File: src/rtl/sp_defines.svh
/* address field widths, device IDs and interrupt source count
   for the system peripheral block */
`ifndef SP_DEFINES_SVH
`define SP_DEFINES_SVH

// word address bits decoded, byte address bits 6 down to 2
`define SP_ADDR_LEN 5

// offset bits inside one device, four registers each
`define SP_OFFSET_LEN 2

// device id bits above the offset
`define SP_ID_LEN 3

// device ids
`define SP_ID_INT 1
`define SP_ID_TIMER 2

// external interrupt sources
`define SP_EXT_INT_NUM 13

`endif

File: src/rtl/sp_pkg.sv
/* shared word, offset, device select and interrupt types */
`include "sp_defines.svh"

package sp_pkg;

  // one bus data word
  typedef logic [31:0] sp_word_t;

  // register offset inside a device
  typedef logic [`SP_OFFSET_LEN-1:0] sp_offset_t;

  // one-hot device select
  typedef logic [1:0] sp_dev_sel_t;

  // bit positions in sp_dev_sel_t
  localparam int SEL_INT = 0;
  localparam int SEL_TMR = 1;

  // external interrupt sources
  typedef logic [`SP_EXT_INT_NUM-1:0] sp_irq_vec_t;

  // claim code, lowest pending source plus one
  typedef logic [30:0] sp_int_code_t;

endpackage

File: src/rtl/int_ctrl.sv
/* interrupt controller: external pending and enable registers,
   claim code and the software interrupt register */
module int_ctrl
  import sp_pkg::*;
(
  input  logic         hb_clk,
  input  logic         rst_sync,
  input  logic         ren,
  input  logic         wen,
  input  sp_offset_t   roff,
  input  sp_offset_t   woff,
  input  sp_word_t     wdata,
  input  sp_irq_vec_t  irq_source,
  output sp_word_t     rdata,
  output logic         mextern_int,
  output sp_int_code_t custom_int_code,
  output logic         msoftware_int
);

  localparam int IRQ_N = $bits(sp_irq_vec_t);

  sp_irq_vec_t  pending;
  sp_irq_vec_t  enable;
  sp_irq_vec_t  clr_mask;
  logic [15:0]  soft_reg;
  sp_int_code_t claim_code;

  // write one to clear on offset 0
  assign clr_mask = (wen && woff == 2'd0) ? wdata[IRQ_N-1:0] : '0;

  // a new request wins over a clear in the same cycle
  always_ff @(posedge hb_clk) begin
    if (rst_sync) begin
      pending <= '0;
    end else begin
      pending <= (pending & ~clr_mask) | (irq_source & enable);
    end
  end

  always_ff @(posedge hb_clk) begin
    if (rst_sync) begin
      enable   <= '0;
      soft_reg <= '0;
    end else if (wen) begin
      case (woff)
        2'd1: enable <= wdata[IRQ_N-1:0];
        2'd2: soft_reg <= wdata[15:0];
        default: ;
      endcase
    end
  end

  // lowest pending index wins
  always_comb begin
    claim_code = '0;
    for (int i = IRQ_N - 1; i >= 0; i--) begin
      if (pending[i]) begin
        claim_code = sp_int_code_t'(i + 1);
      end
    end
  end

  assign mextern_int     = |pending;
  assign custom_int_code = claim_code;
  // bit 15 raises the request, low bits hold the cause
  assign msoftware_int   = soft_reg[15];

  // read word captured on the strobe edge
  always_ff @(posedge hb_clk) begin
    if (ren) begin
      case (roff)
        2'd0: rdata <= sp_word_t'(pending);
        2'd1: rdata <= sp_word_t'(enable);
        2'd2: rdata <= sp_word_t'(soft_reg);
        default: rdata <= {1'b0, claim_code};
      endcase
    end
  end

endmodule

File: src/rtl/sp_bus_decode.sv
/* bus address decode into device id and offset, with gated
   per-device read and write strobes */
`include "sp_defines.svh"

module sp_bus_decode
  import sp_pkg::*;
(
  input  logic        ren,
  input  logic        wen,
  input  logic [31:0] raddr,
  input  logic [31:0] waddr,
  input  logic        read_finish,
  output logic        int_ren,
  output logic        int_wen,
  output logic        tmr_ren,
  output logic        tmr_wen,
  output sp_dev_sel_t rsel,
  output sp_offset_t  roff,
  output sp_offset_t  woff
);

  // word address inside the peripheral window
  logic [`SP_ADDR_LEN-1:0] raddr_word;
  logic [`SP_ADDR_LEN-1:0] waddr_word;
  logic [`SP_ID_LEN-1:0]   rid;
  logic [`SP_ID_LEN-1:0]   wid;
  sp_dev_sel_t             wsel;
  logic                    read_go;

  assign raddr_word = raddr[`SP_ADDR_LEN+1:2];
  assign waddr_word = waddr[`SP_ADDR_LEN+1:2];

  // split into id and offset
  assign roff = raddr_word[`SP_OFFSET_LEN-1:0];
  assign woff = waddr_word[`SP_OFFSET_LEN-1:0];
  assign rid  = raddr_word[`SP_ADDR_LEN-1:`SP_OFFSET_LEN];
  assign wid  = waddr_word[`SP_ADDR_LEN-1:`SP_OFFSET_LEN];

  // id match, unmapped ids leave both bits low
  always_comb begin
    rsel = '0;
    wsel = '0;
    rsel[SEL_INT] = (rid == `SP_ID_LEN'(`SP_ID_INT));
    rsel[SEL_TMR] = (rid == `SP_ID_LEN'(`SP_ID_TIMER));
    wsel[SEL_INT] = (wid == `SP_ID_LEN'(`SP_ID_INT));
    wsel[SEL_TMR] = (wid == `SP_ID_LEN'(`SP_ID_TIMER));
  end

  // only the first ren cycle of a read reaches a device
  assign read_go = ren && !read_finish;

  assign int_ren = read_go && rsel[SEL_INT];
  assign tmr_ren = read_go && rsel[SEL_TMR];
  assign int_wen = wen && wsel[SEL_INT];
  assign tmr_wen = wen && wsel[SEL_TMR];

endmodule

File: src/rtl/sp_read_return.sv
/* read return: read_finish sequencing and read data select */
module sp_read_return
  import sp_pkg::*;
(
  input  logic        hb_clk,
  input  logic        rst_sync,
  input  logic        ren,
  input  sp_dev_sel_t rsel,
  input  sp_word_t    int_rdata,
  input  sp_word_t    tmr_rdata,
  output logic        read_finish,
  output sp_word_t    rdata
);

  // one cycle high after the first ren cycle, then low again
  always_ff @(posedge hb_clk) begin
    if (rst_sync) begin
      read_finish <= 1'b0;
    end else if (read_finish) begin
      read_finish <= 1'b0;
    end else if (ren) begin
      read_finish <= 1'b1;
    end
  end

  // master holds raddr, so rsel still names the device
  always_comb begin
    if (rsel[SEL_INT]) begin
      rdata = int_rdata;
    end else if (rsel[SEL_TMR]) begin
      rdata = tmr_rdata;
    end else begin
      rdata = '0;
    end
  end

endmodule

File: src/rtl/system_peripheral.sv
/* system peripheral top: bus decode, interrupt controller,
   machine timer and read return */
module system_peripheral
  import sp_pkg::*;
(
  input  logic         hb_clk,
  input  logic         rst_sync,
  input  logic         ren,
  input  logic         wen,
  input  logic [31:0]  raddr,
  input  logic [31:0]  waddr,
  input  sp_word_t     wdata,
  output logic         read_finish,
  output sp_word_t     rdata,
  input  sp_irq_vec_t  irq_source,
  input  logic         timer_tick,
  output logic         mextern_int,
  output sp_int_code_t custom_int_code,
  output logic         msoftware_int,
  output logic         mtimer_int
);

  logic        int_ren;
  logic        int_wen;
  logic        tmr_ren;
  logic        tmr_wen;
  sp_dev_sel_t rsel;
  sp_offset_t  roff;
  sp_offset_t  woff;
  sp_word_t    int_rdata;
  sp_word_t    tmr_rdata;

  sp_bus_decode u_decode (
    .ren         (ren),
    .wen         (wen),
    .raddr       (raddr),
    .waddr       (waddr),
    .read_finish (read_finish),
    .int_ren     (int_ren),
    .int_wen     (int_wen),
    .tmr_ren     (tmr_ren),
    .tmr_wen     (tmr_wen),
    .rsel        (rsel),
    .roff        (roff),
    .woff        (woff)
  );

  int_ctrl u_int_ctrl (
    .hb_clk          (hb_clk),
    .rst_sync        (rst_sync),
    .ren             (int_ren),
    .wen             (int_wen),
    .roff            (roff),
    .woff            (woff),
    .wdata           (wdata),
    .irq_source      (irq_source),
    .rdata           (int_rdata),
    .mextern_int     (mextern_int),
    .custom_int_code (custom_int_code),
    .msoftware_int   (msoftware_int)
  );

  system_timer u_timer (
    .hb_clk     (hb_clk),
    .rst_sync   (rst_sync),
    .ren        (tmr_ren),
    .wen        (tmr_wen),
    .roff       (roff),
    .woff       (woff),
    .wdata      (wdata),
    .timer_tick (timer_tick),
    .rdata      (tmr_rdata),
    .mtimer_int (mtimer_int)
  );

  sp_read_return u_read_return (
    .hb_clk      (hb_clk),
    .rst_sync    (rst_sync),
    .ren         (ren),
    .rsel        (rsel),
    .int_rdata   (int_rdata),
    .tmr_rdata   (tmr_rdata),
    .read_finish (read_finish),
    .rdata       (rdata)
  );

endmodule

File: src/rtl/system_timer.sv
/* machine timer: 64-bit mtime and mtimecmp with the
   timer interrupt compare */
module system_timer
  import sp_pkg::*;
(
  input  logic       hb_clk,
  input  logic       rst_sync,
  input  logic       ren,
  input  logic       wen,
  input  sp_offset_t roff,
  input  sp_offset_t woff,
  input  sp_word_t   wdata,
  input  logic       timer_tick,
  output sp_word_t   rdata,
  output logic       mtimer_int
);

  logic [63:0] mtime;
  logic [63:0] mtimecmp;
  logic        mtime_wr;

  // offsets 0 and 1 address mtime
  assign mtime_wr = wen && (woff == 2'd0 || woff == 2'd1);

  // a bus write to mtime wins over a tick
  always_ff @(posedge hb_clk) begin
    if (rst_sync) begin
      mtime <= '0;
    end else if (mtime_wr) begin
      if (woff == 2'd0) begin
        mtime[31:0] <= wdata;
      end else begin
        mtime[63:32] <= wdata;
      end
    end else if (timer_tick) begin
      mtime <= mtime + 64'd1;
    end
  end

  // compare value starts at the top so no interrupt fires early
  always_ff @(posedge hb_clk) begin
    if (rst_sync) begin
      mtimecmp <= '1;
    end else if (wen) begin
      case (woff)
        2'd2: mtimecmp[31:0] <= wdata;
        2'd3: mtimecmp[63:32] <= wdata;
        default: ;
      endcase
    end
  end

  assign mtimer_int = (mtime >= mtimecmp);

  // read word captured on the strobe edge
  always_ff @(posedge hb_clk) begin
    if (ren) begin
      case (roff)
        2'd0: rdata <= mtime[31:0];
        2'd1: rdata <= mtime[63:32];
        2'd2: rdata <= mtimecmp[31:0];
        default: rdata <= mtimecmp[63:32];
      endcase
    end
  end

endmodule

File: config.mk
export PLATFORM = sky130hd
export DESIGN_NAME = system_peripheral
export DESIGN_NICKNAME = d
export VERILOG_FILES = /design/src/rtl/sp_pkg.sv /design/src/rtl/int_ctrl.sv /design/src/rtl/sp_bus_decode.sv /design/src/rtl/sp_read_return.sv /design/src/rtl/system_peripheral.sv /design/src/rtl/system_timer.sv
export VERILOG_INCLUDE_DIRS = /design/src /design/src/rtl
export SDC_FILE = /design/constraint.sdc
export NUM_CORES = 1
export LEC_CHECK = 0
export BUFFER_PORTS_ARGS = -buffer_cell sky130_fd_sc_hd__buf_2
export CAP_MARGIN = 20
export CELL_PAD_IN_SITES_DETAIL_PLACEMENT = 0
export CELL_PAD_IN_SITES_GLOBAL_PLACEMENT = 1
export CORE_MARGIN = 10
export CORE_UTILIZATION = 48
export DETAILED_ROUTE_END_ITERATION = 7
export PLACE_DENSITY_LB_ADDON = 0.1
export SETUP_SLACK_MARGIN = 0.05
export SYNTH_ARGS = -nofsm -noshare
export SYNTH_HDL_FRONTEND = slang
export SYNTH_SLANG_ARGS = --single-unit
export TNS_END_PERCENT = 50
File: constraint.sdc
create_clock -name hb_clk -period 6.15 [get_ports hb_clk]
set_input_delay 1.23 -clock hb_clk [delete_from_list [all_inputs] [get_ports hb_clk]]
set_output_delay 1.23 -clock hb_clk [all_outputs]
set_load 0.01 [all_outputs]
==> results_dict.tcl, run 1 <==
set metrics [dict create \
    place_area_um2 13300 \
    fin_util 0.545 \
    antenna_found_initial 0 \
    multiInputGateArea_um2 7060 \
    endpoint_kind "primary output" \
    core_um2 26100 \
    drive_gt1_frac 0.150 \
    routed_wirelength_um 42200 \
    ant_nets 0 \
    clock.fmax_ghz 0.223 \
    syn2layout_area_growth_pct 11.8 \
    async_flop_share 0 \
    final_nets 1670 \
    worst_pin_slew_ns 1.05 \
    antenna_cells 0 \
    hpwl_um 29500 \
    whs_path_depth 2 \
    cp.arrival_ns 3.25 \
    worstPathRequired_ns 4.92 \
    drt_pass1_iterations 5 \
    final_cells 1846 \
    cts_tree "built" \
    die_area_um2 33400 \
    ios 181 \
    drv_slew 0 \
    portBuffers 99 \
    synth_cell_types 84 \
    cts_hold_buf 0 \
    synthCells 1425 \
    setup_violations 0 \
    ys_seq_area_frac 0.383 \
    avgSynthCellArea_um2 8.91 \
    fin_crit_sh 0.728 \
    fin_ws_ns 1.67 \
    netlist_area_um2 12700 \
    synth_top_cells_by_count "226 x nand2_1, 171 x dfxtp_1, 97 x nor2_1" \
    synth-main-ff-cell "dfxtp_1" \
    regToRegSetupSlack_ns 3.03 \
    r2r_end "u_timer.mtime[52]" \
    place.gp.congestion 0.916 \
    clk_path_buf_depth 3 \
    final.setup_skew_ns 0.0107 \
    fin_area_um2 14200 \
    regArea_um2 4860 \
    clock_latency_ns 0.53 \
    cts_buffers 26 \
    dpl.cell_count 1798 \
    vdd_ir_drop_max_v 0.000213 \
    relSlewSlack 0.302 \
    routedWlPerCell_um 22.9 \
    rows 59 \
    synth_top_area_cell "dfxtp_1" \
    die_y_um 183 \
    die_w_um 183 \
    ys_ff_latch 219 \
    drc_errors 0 \
    cts_resized 0 \
    vias_per_cell 6.17 \
    hp-class "reg -> reg" \
    worstReg2RegStart "u_timer.mtime[0]" \
    p_total_mw 3.37 \
    clock-sinks 219 \
    min_to "u_int_ctrl.soft_reg[14]" \
    cp_max_fo 7 \
    hold_viol 0 \
    rsz0062_at_grt "false" \
    synth_top_area_frac 0.270 \
    maxCapViolations 0 \
    leakagePower_nw 5.94 \
    p_per_area_nw_per_um2 237 \
    htreeDepth 1 \
    rr_worst_depth 7 \
    outcome "completed" \
    drt-initial-drc-count 904 \
    period_minus_slack_ns 4.48 \
    cts-root-buf "clkbuf_16" \
    start_util 0.487 \
    grt_max_degree 77 \
    synth_edf_count 48 \
    fillers 2425 \
    clk_pin_slew_ns 0.06 \
    cts_setup_buffers 0 \
    grt.overflow.total 0 \
    yosysMostFrequentCell "nand2_1" \
    vias 11400 \
    yosysWarnings 0 \
    grt_pass1_vias 10900 \
    synthTopCellsByArea "dfxtp_1 27%, edfxtp_1 11%, nand2_1 6.7%, ha_1 6.4%, mux4_2 6.2%" \
    timing_worst_setup_path_type "reg -> out" \
    grt_pass1_wl_um 65400 \
    reg.largest.list "u_timer.mtime (64), u_timer.mtimecmp (64), u_timer.rdata (32)" \
    worstHoldStart "u_int_ctrl.soft_reg[14]" \
    startpoint_type "register" \
    track_usage 0.245 \
    tns_ns 0 \
    dp_worst_setup_slack_ns 2.27 \
    whs_ns 0.450 \
]
-- routing by layer --
layer / up-vias / share of wire / track usage
li1: 5364 / - / -
met1: 5539 / 0.44 / 0.325
met2: 418 / 0.47 / 0.399
met3: 77 / 0.059 / 0.0330
met4: 0 / 0.032 / 0.0853
met5: - / 0 / 0
-- worst max-delay path, cell delays in order, from the launching register on --
cell,delay [ns]
dfxtp_1,0.47
inv_1,0.08
ha_1,0.26
nand2b_1,0.15
a2111oi_0,0.49
o41ai_1,0.26
a211oi_1,0.48
o2111ai_1,0.19
a21o_1,0.22
buf_2,0.14
-- cell usage in the layout (no fill, tap or decap), types with 17 or more instances in the layout --
master and count:
nor2_1 95, mux2i_1 35, dfxtp_1 171, a22oi_1 23, ha_1 65, nand4_1 33, a22o_1 17, o211ai_1 69
nor3_1 23, edfxtp_1 48, buf_4 24, clkbuf_16 27, conb_1 27, nand2_1 226, mux4_2 35, inv_1 73
buf_2 98, a21oi_1 78, nand3_1 39, and2_1 26, o21ai_0 52
-- how the worst max path moves through the flow --
stage                        to        startpoint  slack (ns)  cells past startpoint
2_1_floorplan         rdata[10]          raddr[5]        2.63                      3
4_1_cts              mtimer_int  u_timer.mtime[0]        1.68                      9
5_1_grt              mtimer_int  u_timer.mtime[0]        1.55                      9
6_report             mtimer_int  u_timer.mtime[0]        1.67                      9
3_5_place_dp   u_timer.mtime[1]          waddr[6]        2.27                      9
3_3_place_gp         mtimer_int  u_timer.mtime[0]        2.26                      9
-- where the power goes --
group          internal, mW  total, mW  switching [mW]
registers              1.49       1.52          0.0284
logic                0.0861      0.253           0.167
clock network         0.979       1.60           0.616
total                  2.56       3.37           0.811
-- cells by family (layout without fill, tap and decap cells) --
family          after synthesis  after routing  share of synthesized area
simple gates                525            525                      0.196
compound gates              355            355                      0.190
fa+ha+maj                    65             65                     0.0641
mux                          72             72                     0.0926
buf+inv                     185            245                     0.0713
xor+xnor                      3              3                    0.00207
flops                       219            219                      0.383
other cells                   1             27                   0.000295
-- cell type report --
class | count | share of cell area
clock inverter | 8 | 0.00652
inverter | 75 | 0.0198
clock buffer | 40 | 0.0567
multi-input combinational | 1047 | 0.497
sequential | 219 | 0.343
timing repair buffer | 122 | 0.0473
tap | 335 | 0.0295
(Power assumes the default switching activity.)
==> inputs of run 2 (changes only) <==
Settings changed: CORE_UTILIZATION 48 to 44.
Clock period 6.15 ns to 4.6 ns, I/O delays scaled along.
==> run 2 against run 1 <==
Effect of this change:
- first-iteration DRC count increased by 6.7%
- worst setup slack got worse by 1.2 ns
- clock skew increased by 0.0045 ns
- clock-buffer cell count decreased by 3
- utilization decreased by 4.0 points
- critical path type unchanged
- critical endpoint unchanged
- largest cell class unchanged
- highest routed layer unchanged
==> results_dict.tcl, run 2 (synthesized netlist as in run 1, its figures left out) <==
set metrics [dict create \
    vias_per_cell 5.90 \
    final_nets 1690 \
    grt_pass1_vias 10900 \
    clock_latency_ns 0.54 \
    die_y_um 190 \
    routed_wirelength_um 43700 \
    fin_crit_sh 0.901 \
    cts_setup_buffers 0 \
    pwr-share-seq 0.440 \
    startpoint_type "register" \
    power.share.clock 0.483 \
    r2r_end "u_timer.mtime[52]" \
    cts_resized 0 \
    vias 11300 \
    most-common-layout-cells "226 x nand2_1, 171 x dfxtp_1, 99 x buf_2" \
    final.setup_skew_ns 0.0152 \
    timing_worst_setup_path_type "reg -> out" \
    grt.overflow.total 0 \
    rows 62 \
    grt-busiest-layer "met2" \
    power.share.combinational 0.076 \
    leakagePower_nw 6.04 \
    rr_worst_depth 7 \
    worstHoldStart "u_read_return.read_finish" \
    clock.fmax_ghz 0.241 \
    grt_pass1_wl_um 66700 \
    grt_util_met3 0.0348 \
    drive_gt1_frac 0.159 \
    dpl.cell_count 1866 \
    p_sw_mw 1.14 \
    tns_ns 0 \
    routedWlPerCell_um 22.8 \
    cts_buffers 27 \
    drt_pass1_iterations 5 \
    p_int_mw 3.46 \
    rsz0062_at_grt "false" \
    track_usage 0.234 \
    relSlewSlack 0.321 \
    ant_nets 0 \
    cts_tree "built" \
    p_per_area_nw_per_um2 319 \
    cp.arrival_ns 3.22 \
    place_area_um2 13500 \
    drv_slew 0 \
    start_util 0.445 \
    worst_pin_slew_ns 1.02 \
    fin_area_um2 14400 \
    core_um2 28500 \
    cp_max_fo 7 \
    die_w_um 190 \
    clk_pin_slew_ns 0.06 \
    htreeDepth 1 \
    portBuffers 99 \
    swShare 0.247 \
    met2_usage 0.382 \
    drc_errors 0 \
    final_cells 1916 \
    ios 181 \
    outcome "completed" \
    fillers 2803 \
    antenna_found_initial 0 \
    period_minus_slack_ns 4.14 \
    hpwl_um 31200 \
    min_to "u_read_return.read_finish" \
    layout_commonest_cell "nand2_1" \
    setup_violations 0 \
    vdd_ir_drop_max_v 0.000251 \
    grt_use_met1 0.312 \
    regToRegSetupSlack_ns 1.43 \
    clock-sinks 219 \
    cts-root-buf "clkbuf_16" \
    grt_max_degree 72 \
    syn2layout_area_growth_pct 13.5 \
    worstPathRequired_ns 3.68 \
    hold_viol 0 \
    hp-class "reg -> reg" \
    die_area_um2 36000 \
    maxCapViolations 0 \
    clk_path_buf_depth 3 \
    drt-initial-drc-count 965 \
    worstReg2RegStart "u_timer.mtime[0]" \
    place.gp.congestion 0.918 \
    reg.largest.list "u_timer.mtime (64), u_timer.mtimecmp (64), u_timer.rdata (32)" \
    endpoint_kind "primary output" \
    whs_path_depth 1 \
    cts_hold_buf 0 \
]
[run 2: cell types whose count changed in the layout (fill, tap and decap cells not counted)]
cell	delta
clkinv_4	+2
buf_2	+1
clkbuf_8	-5
buf_4	+18
clkbuf_1	+2
nor2_1	+1
diode_2	+1
nor2_2	-1
bufinv_16	+2
[run 2: worst max-delay path by stage]
stage,startpoint,endpoint,slack (ns),depth (start not counted)
4_1_cts,u_timer.mtime[0],mtimer_int,0.50,10
3_5_place_dp,u_timer.mtime[0],mtimer_int,1.13,10
2_1_floorplan,raddr[5],rdata[10],1.70,3
6_report,u_timer.mtime[0],mtimer_int,0.46,10
5_1_grt,u_timer.mtime[0],mtimer_int,0.27,10
3_3_place_gp,u_timer.mtime[0],mtimer_int,1.10,10
[run 2: critical path, cell delays in order (launching register included)]
cell and delay [ns]:
dfxtp_1 0.46, inv_1 0.07, ha_1 0.27, nand2b_1 0.14, a2111oi_0 0.45, o41ai_1 0.17, buf_4 0.18, a211oi_1 0.41
o2111ai_1 0.17, a21o_1 0.22, buf_2 0.14
[run 2: per-stage QoR]
stage               utilization  setup WS (ns)  power, mW  hold slack [ns]
finish                    0.505          0.456       4.60            0.446
global route              0.505          0.267       4.74            0.469
CTS                       0.505          0.497       4.63            0.450
detailed placement        0.473           1.13       2.41            0.443
global placement          0.473           1.10       2.41            0.441
floorplan                     -           1.70       2.28            0.432
[run 2: power groups by stage]
| stage | clock, mW | combinational (mW) | sequential (mW) |
|---|---|---|---|
| after floorplan | 0 | 0.223 | 2.05 |
| after global placement | 0 | 0.347 | 2.07 |
| after detailed placement | 0 | 0.348 | 2.07 |
| after CTS | 2.26 | 0.350 | 2.02 |
| after global routing | 2.33 | 0.380 | 2.03 |
| final | 2.22 | 0.351 | 2.03 |
[run 2: area by class of cell]
class	count	area, um2	share of cell area
well taps	384	480	0.0333
flip-flops and latches	219	4860	0.338
diodes	1	2.50	0.000174
multi-input cells	1047	7060	0.490
inverters	75	282	0.0195
clock buffers	37	743	0.0516
clock inverters	12	170	0.0118
repair buffers	141	811	0.0563
[run 2: metal layers]
layer | routed length (um) | vias up
li1 | - | 5403
met1 | 19500 | 5448
met2 | 20400 | 374
met3 | 2560 | 72
met4 | 1250 | 0
met5 | 0 | -
==> inputs of run 3 (changes only) <==
==> constraint.sdc (replaced) <==
create_clock -name hb_clk -period 4.6 [get_ports hb_clk]
set_input_delay 0.69 -clock hb_clk [delete_from_list [all_inputs] [get_ports hb_clk]]
set_output_delay 0.69 -clock hb_clk [all_outputs]
set_load 0.01 [all_outputs]
==> run 3 against run 2 <==
Effect of this change:
- worst setup slack improved by 0.26 ns
- critical path depth is 1 lower
- utilization down 0.31 points
- sequential share of layout area grew 0.21 points
- clock power fell by 3%
- clock-buffer cell count down 3
- register-to-register slack improved by 0.09 ns
- cell count shrank 0.52%
- combinational power is 3% lower
- critical path type unchanged
- critical endpoint unchanged
- largest cell class unchanged
- highest routed layer unchanged
==> results_dict.tcl, run 3 (synthesized netlist as in run 1, its figures left out) <==
set metrics [dict create \
    ios 181 \
    critPathMaxStageDelay_ns 0.88 \
    crit_chain "inv_1, ha_1, nand2b_1, a2111oi_0, o41ai_1, a211oi_1, o2111ai_1, a21o_1, buf_2" \
    cts_buffers 27 \
    clk_pin_slew_ns 0.06 \
    vdd_ir_drop_max_v 0.000264 \
    portBuffers 99 \
    setup_violations 0 \
    layout_commonest_cell "nand2_1" \
    worstPathRequired_ns 3.91 \
    core_um2 28500 \
    leakagePower_nw 5.98 \
    grt_max_degree 72 \
    ant_nets 0 \
    hold_viol 0 \
    p_per_area_nw_per_um2 317 \
    clock_latency_ns 0.55 \
    cts_tree "built" \
    rr_worst_depth 7 \
    endpoint_kind "primary output" \
    vias_per_cell 5.91 \
    routed_wirelength_um 43000 \
    die_area_um2 36000 \
    whs_path_depth 3 \
    timing_worst_setup_path_type "reg -> out" \
    routedWlPerCell_um 22.6 \
    rsz0062_at_grt "false" \
    hp-class "in -> reg" \
    vias 11300 \
    period_minus_slack_ns 3.88 \
    drive_gt1_frac 0.156 \
    antenna_found_initial 0 \
    cp.arrival_ns 3.19 \
    syn2layout_area_growth_pct 12.8 \
    die_y_um 190 \
    worst_pin_slew_ns 0.976 \
    drc_errors 0 \
    startpoint_type "register" \
    cts-root-buf "clkbuf_16" \
    most-common-layout-cells "226 x nand2_1, 171 x dfxtp_1, 98 x buf_2" \
    cts_resized 0 \
    maxCapViolations 0 \
    grt.overflow.total 0 \
    tns_ns 0 \
    clock-sinks 219 \
    hpwl_um 30700 \
    final.setup_skew_ns 0.0277 \
    cts_setup_buffers 0 \
    start_util 0.445 \
    track_usage 0.231 \
    outcome "completed" \
    htreeDepth 1 \
    drt_pass1_iterations 6 \
    relSlewSlack 0.350 \
    critPathSlowestCell "o41ai_1" \
    clock.fmax_ghz 0.258 \
    cts_hold_buf 0 \
    place.gp.congestion 0.890 \
    final_nets 1681 \
    antenna_cells 0 \
    grt_pass1_vias 10800 \
    clk_path_buf_depth 3 \
    fin_util 0.502 \
    die_w_um 190 \
    rows 62 \
    cp_max_fo 7 \
    grt_pass1_wl_um 66000 \
    reg.largest.list "u_timer.mtime (64), u_timer.mtimecmp (64), u_timer.rdata (32)" \
    drt-initial-drc-count 1062 \
    fin_crit_sh 0.844 \
    drv_slew 0 \
]
run 3: cell types whose count changed in the layout (fill, tap and decap cells not counted), sizes merged:
cell,change
buf,-9
clkbuf,-3
clkinvlp,+2
inv,+2
bufinv,-1
diode,-1
run 3: cell type report:
| class | instances | area (um2) |
|---|---|---|
| multi-input combinational | 1047 | 7060 |
| tap | 384 | 480 |
| clock inverter | 15 | 161 |
| sequential | 219 | 4860 |
| timing repair buffer | 132 | 746 |
| clock buffer | 34 | 732 |
| inverter | 75 | 282 |
| fill | 2813 | 14200 |
run 3: worst paths after layout:
check                               to                       from  slack (ns)
max                         mtimer_int           u_timer.mtime[0]        0.72
min               u_timer.mtimecmp[62]                  wdata[30]        0.41
max reg2reg          u_timer.mtime[62]           u_timer.mtime[1]        1.52
min reg2reg  u_read_return.read_finish  u_read_return.read_finish        0.45
run 3: through the flow:
stage / setup slack [ns] / cells / area, um2 / hold slack [ns] / total power, mW
finish: 0.718 / 1906 / 14300 / 0.413 / 4.53
global placement: 1.30 / 1857 / 13400 / 0.437 / 2.41
CTS: 0.694 / 1906 / 14300 / 0.398 / 4.56
detailed placement: 1.27 / 1857 / 13400 / 0.445 / 2.41
global route: 0.536 / 1906 / 14300 / 0.422 / 4.68
floorplan: 1.95 / 1451 / 12800 / 0.432 / 2.28
run 3: metal layers:
metal,GRT usage,part of all wire,routed length [um]
met5,0,0,0
met4,0.0830,0.036,1550
met3,0.0330,0.054,2340
met2,0.376,0.46,19900
met1,0.306,0.45,19200
run 3: report_power, final:
group / switching [mW] / internal, mW / total (mW)
combinational: 0.223 / 0.117 / 0.340
clock: 0.871 / 1.29 / 2.16
sequential: 0.0368 / 1.99 / 2.03
run 3: critical path: cells and delay by family, from the launching register on:
family | cells | cell delay [ns]
compound gates | 5 | 1.66
fa+ha+maj | 1 | 0.27
buf+inv | 2 | 0.21
flops | 1 | 0.44
simple gates | 1 | 0.09
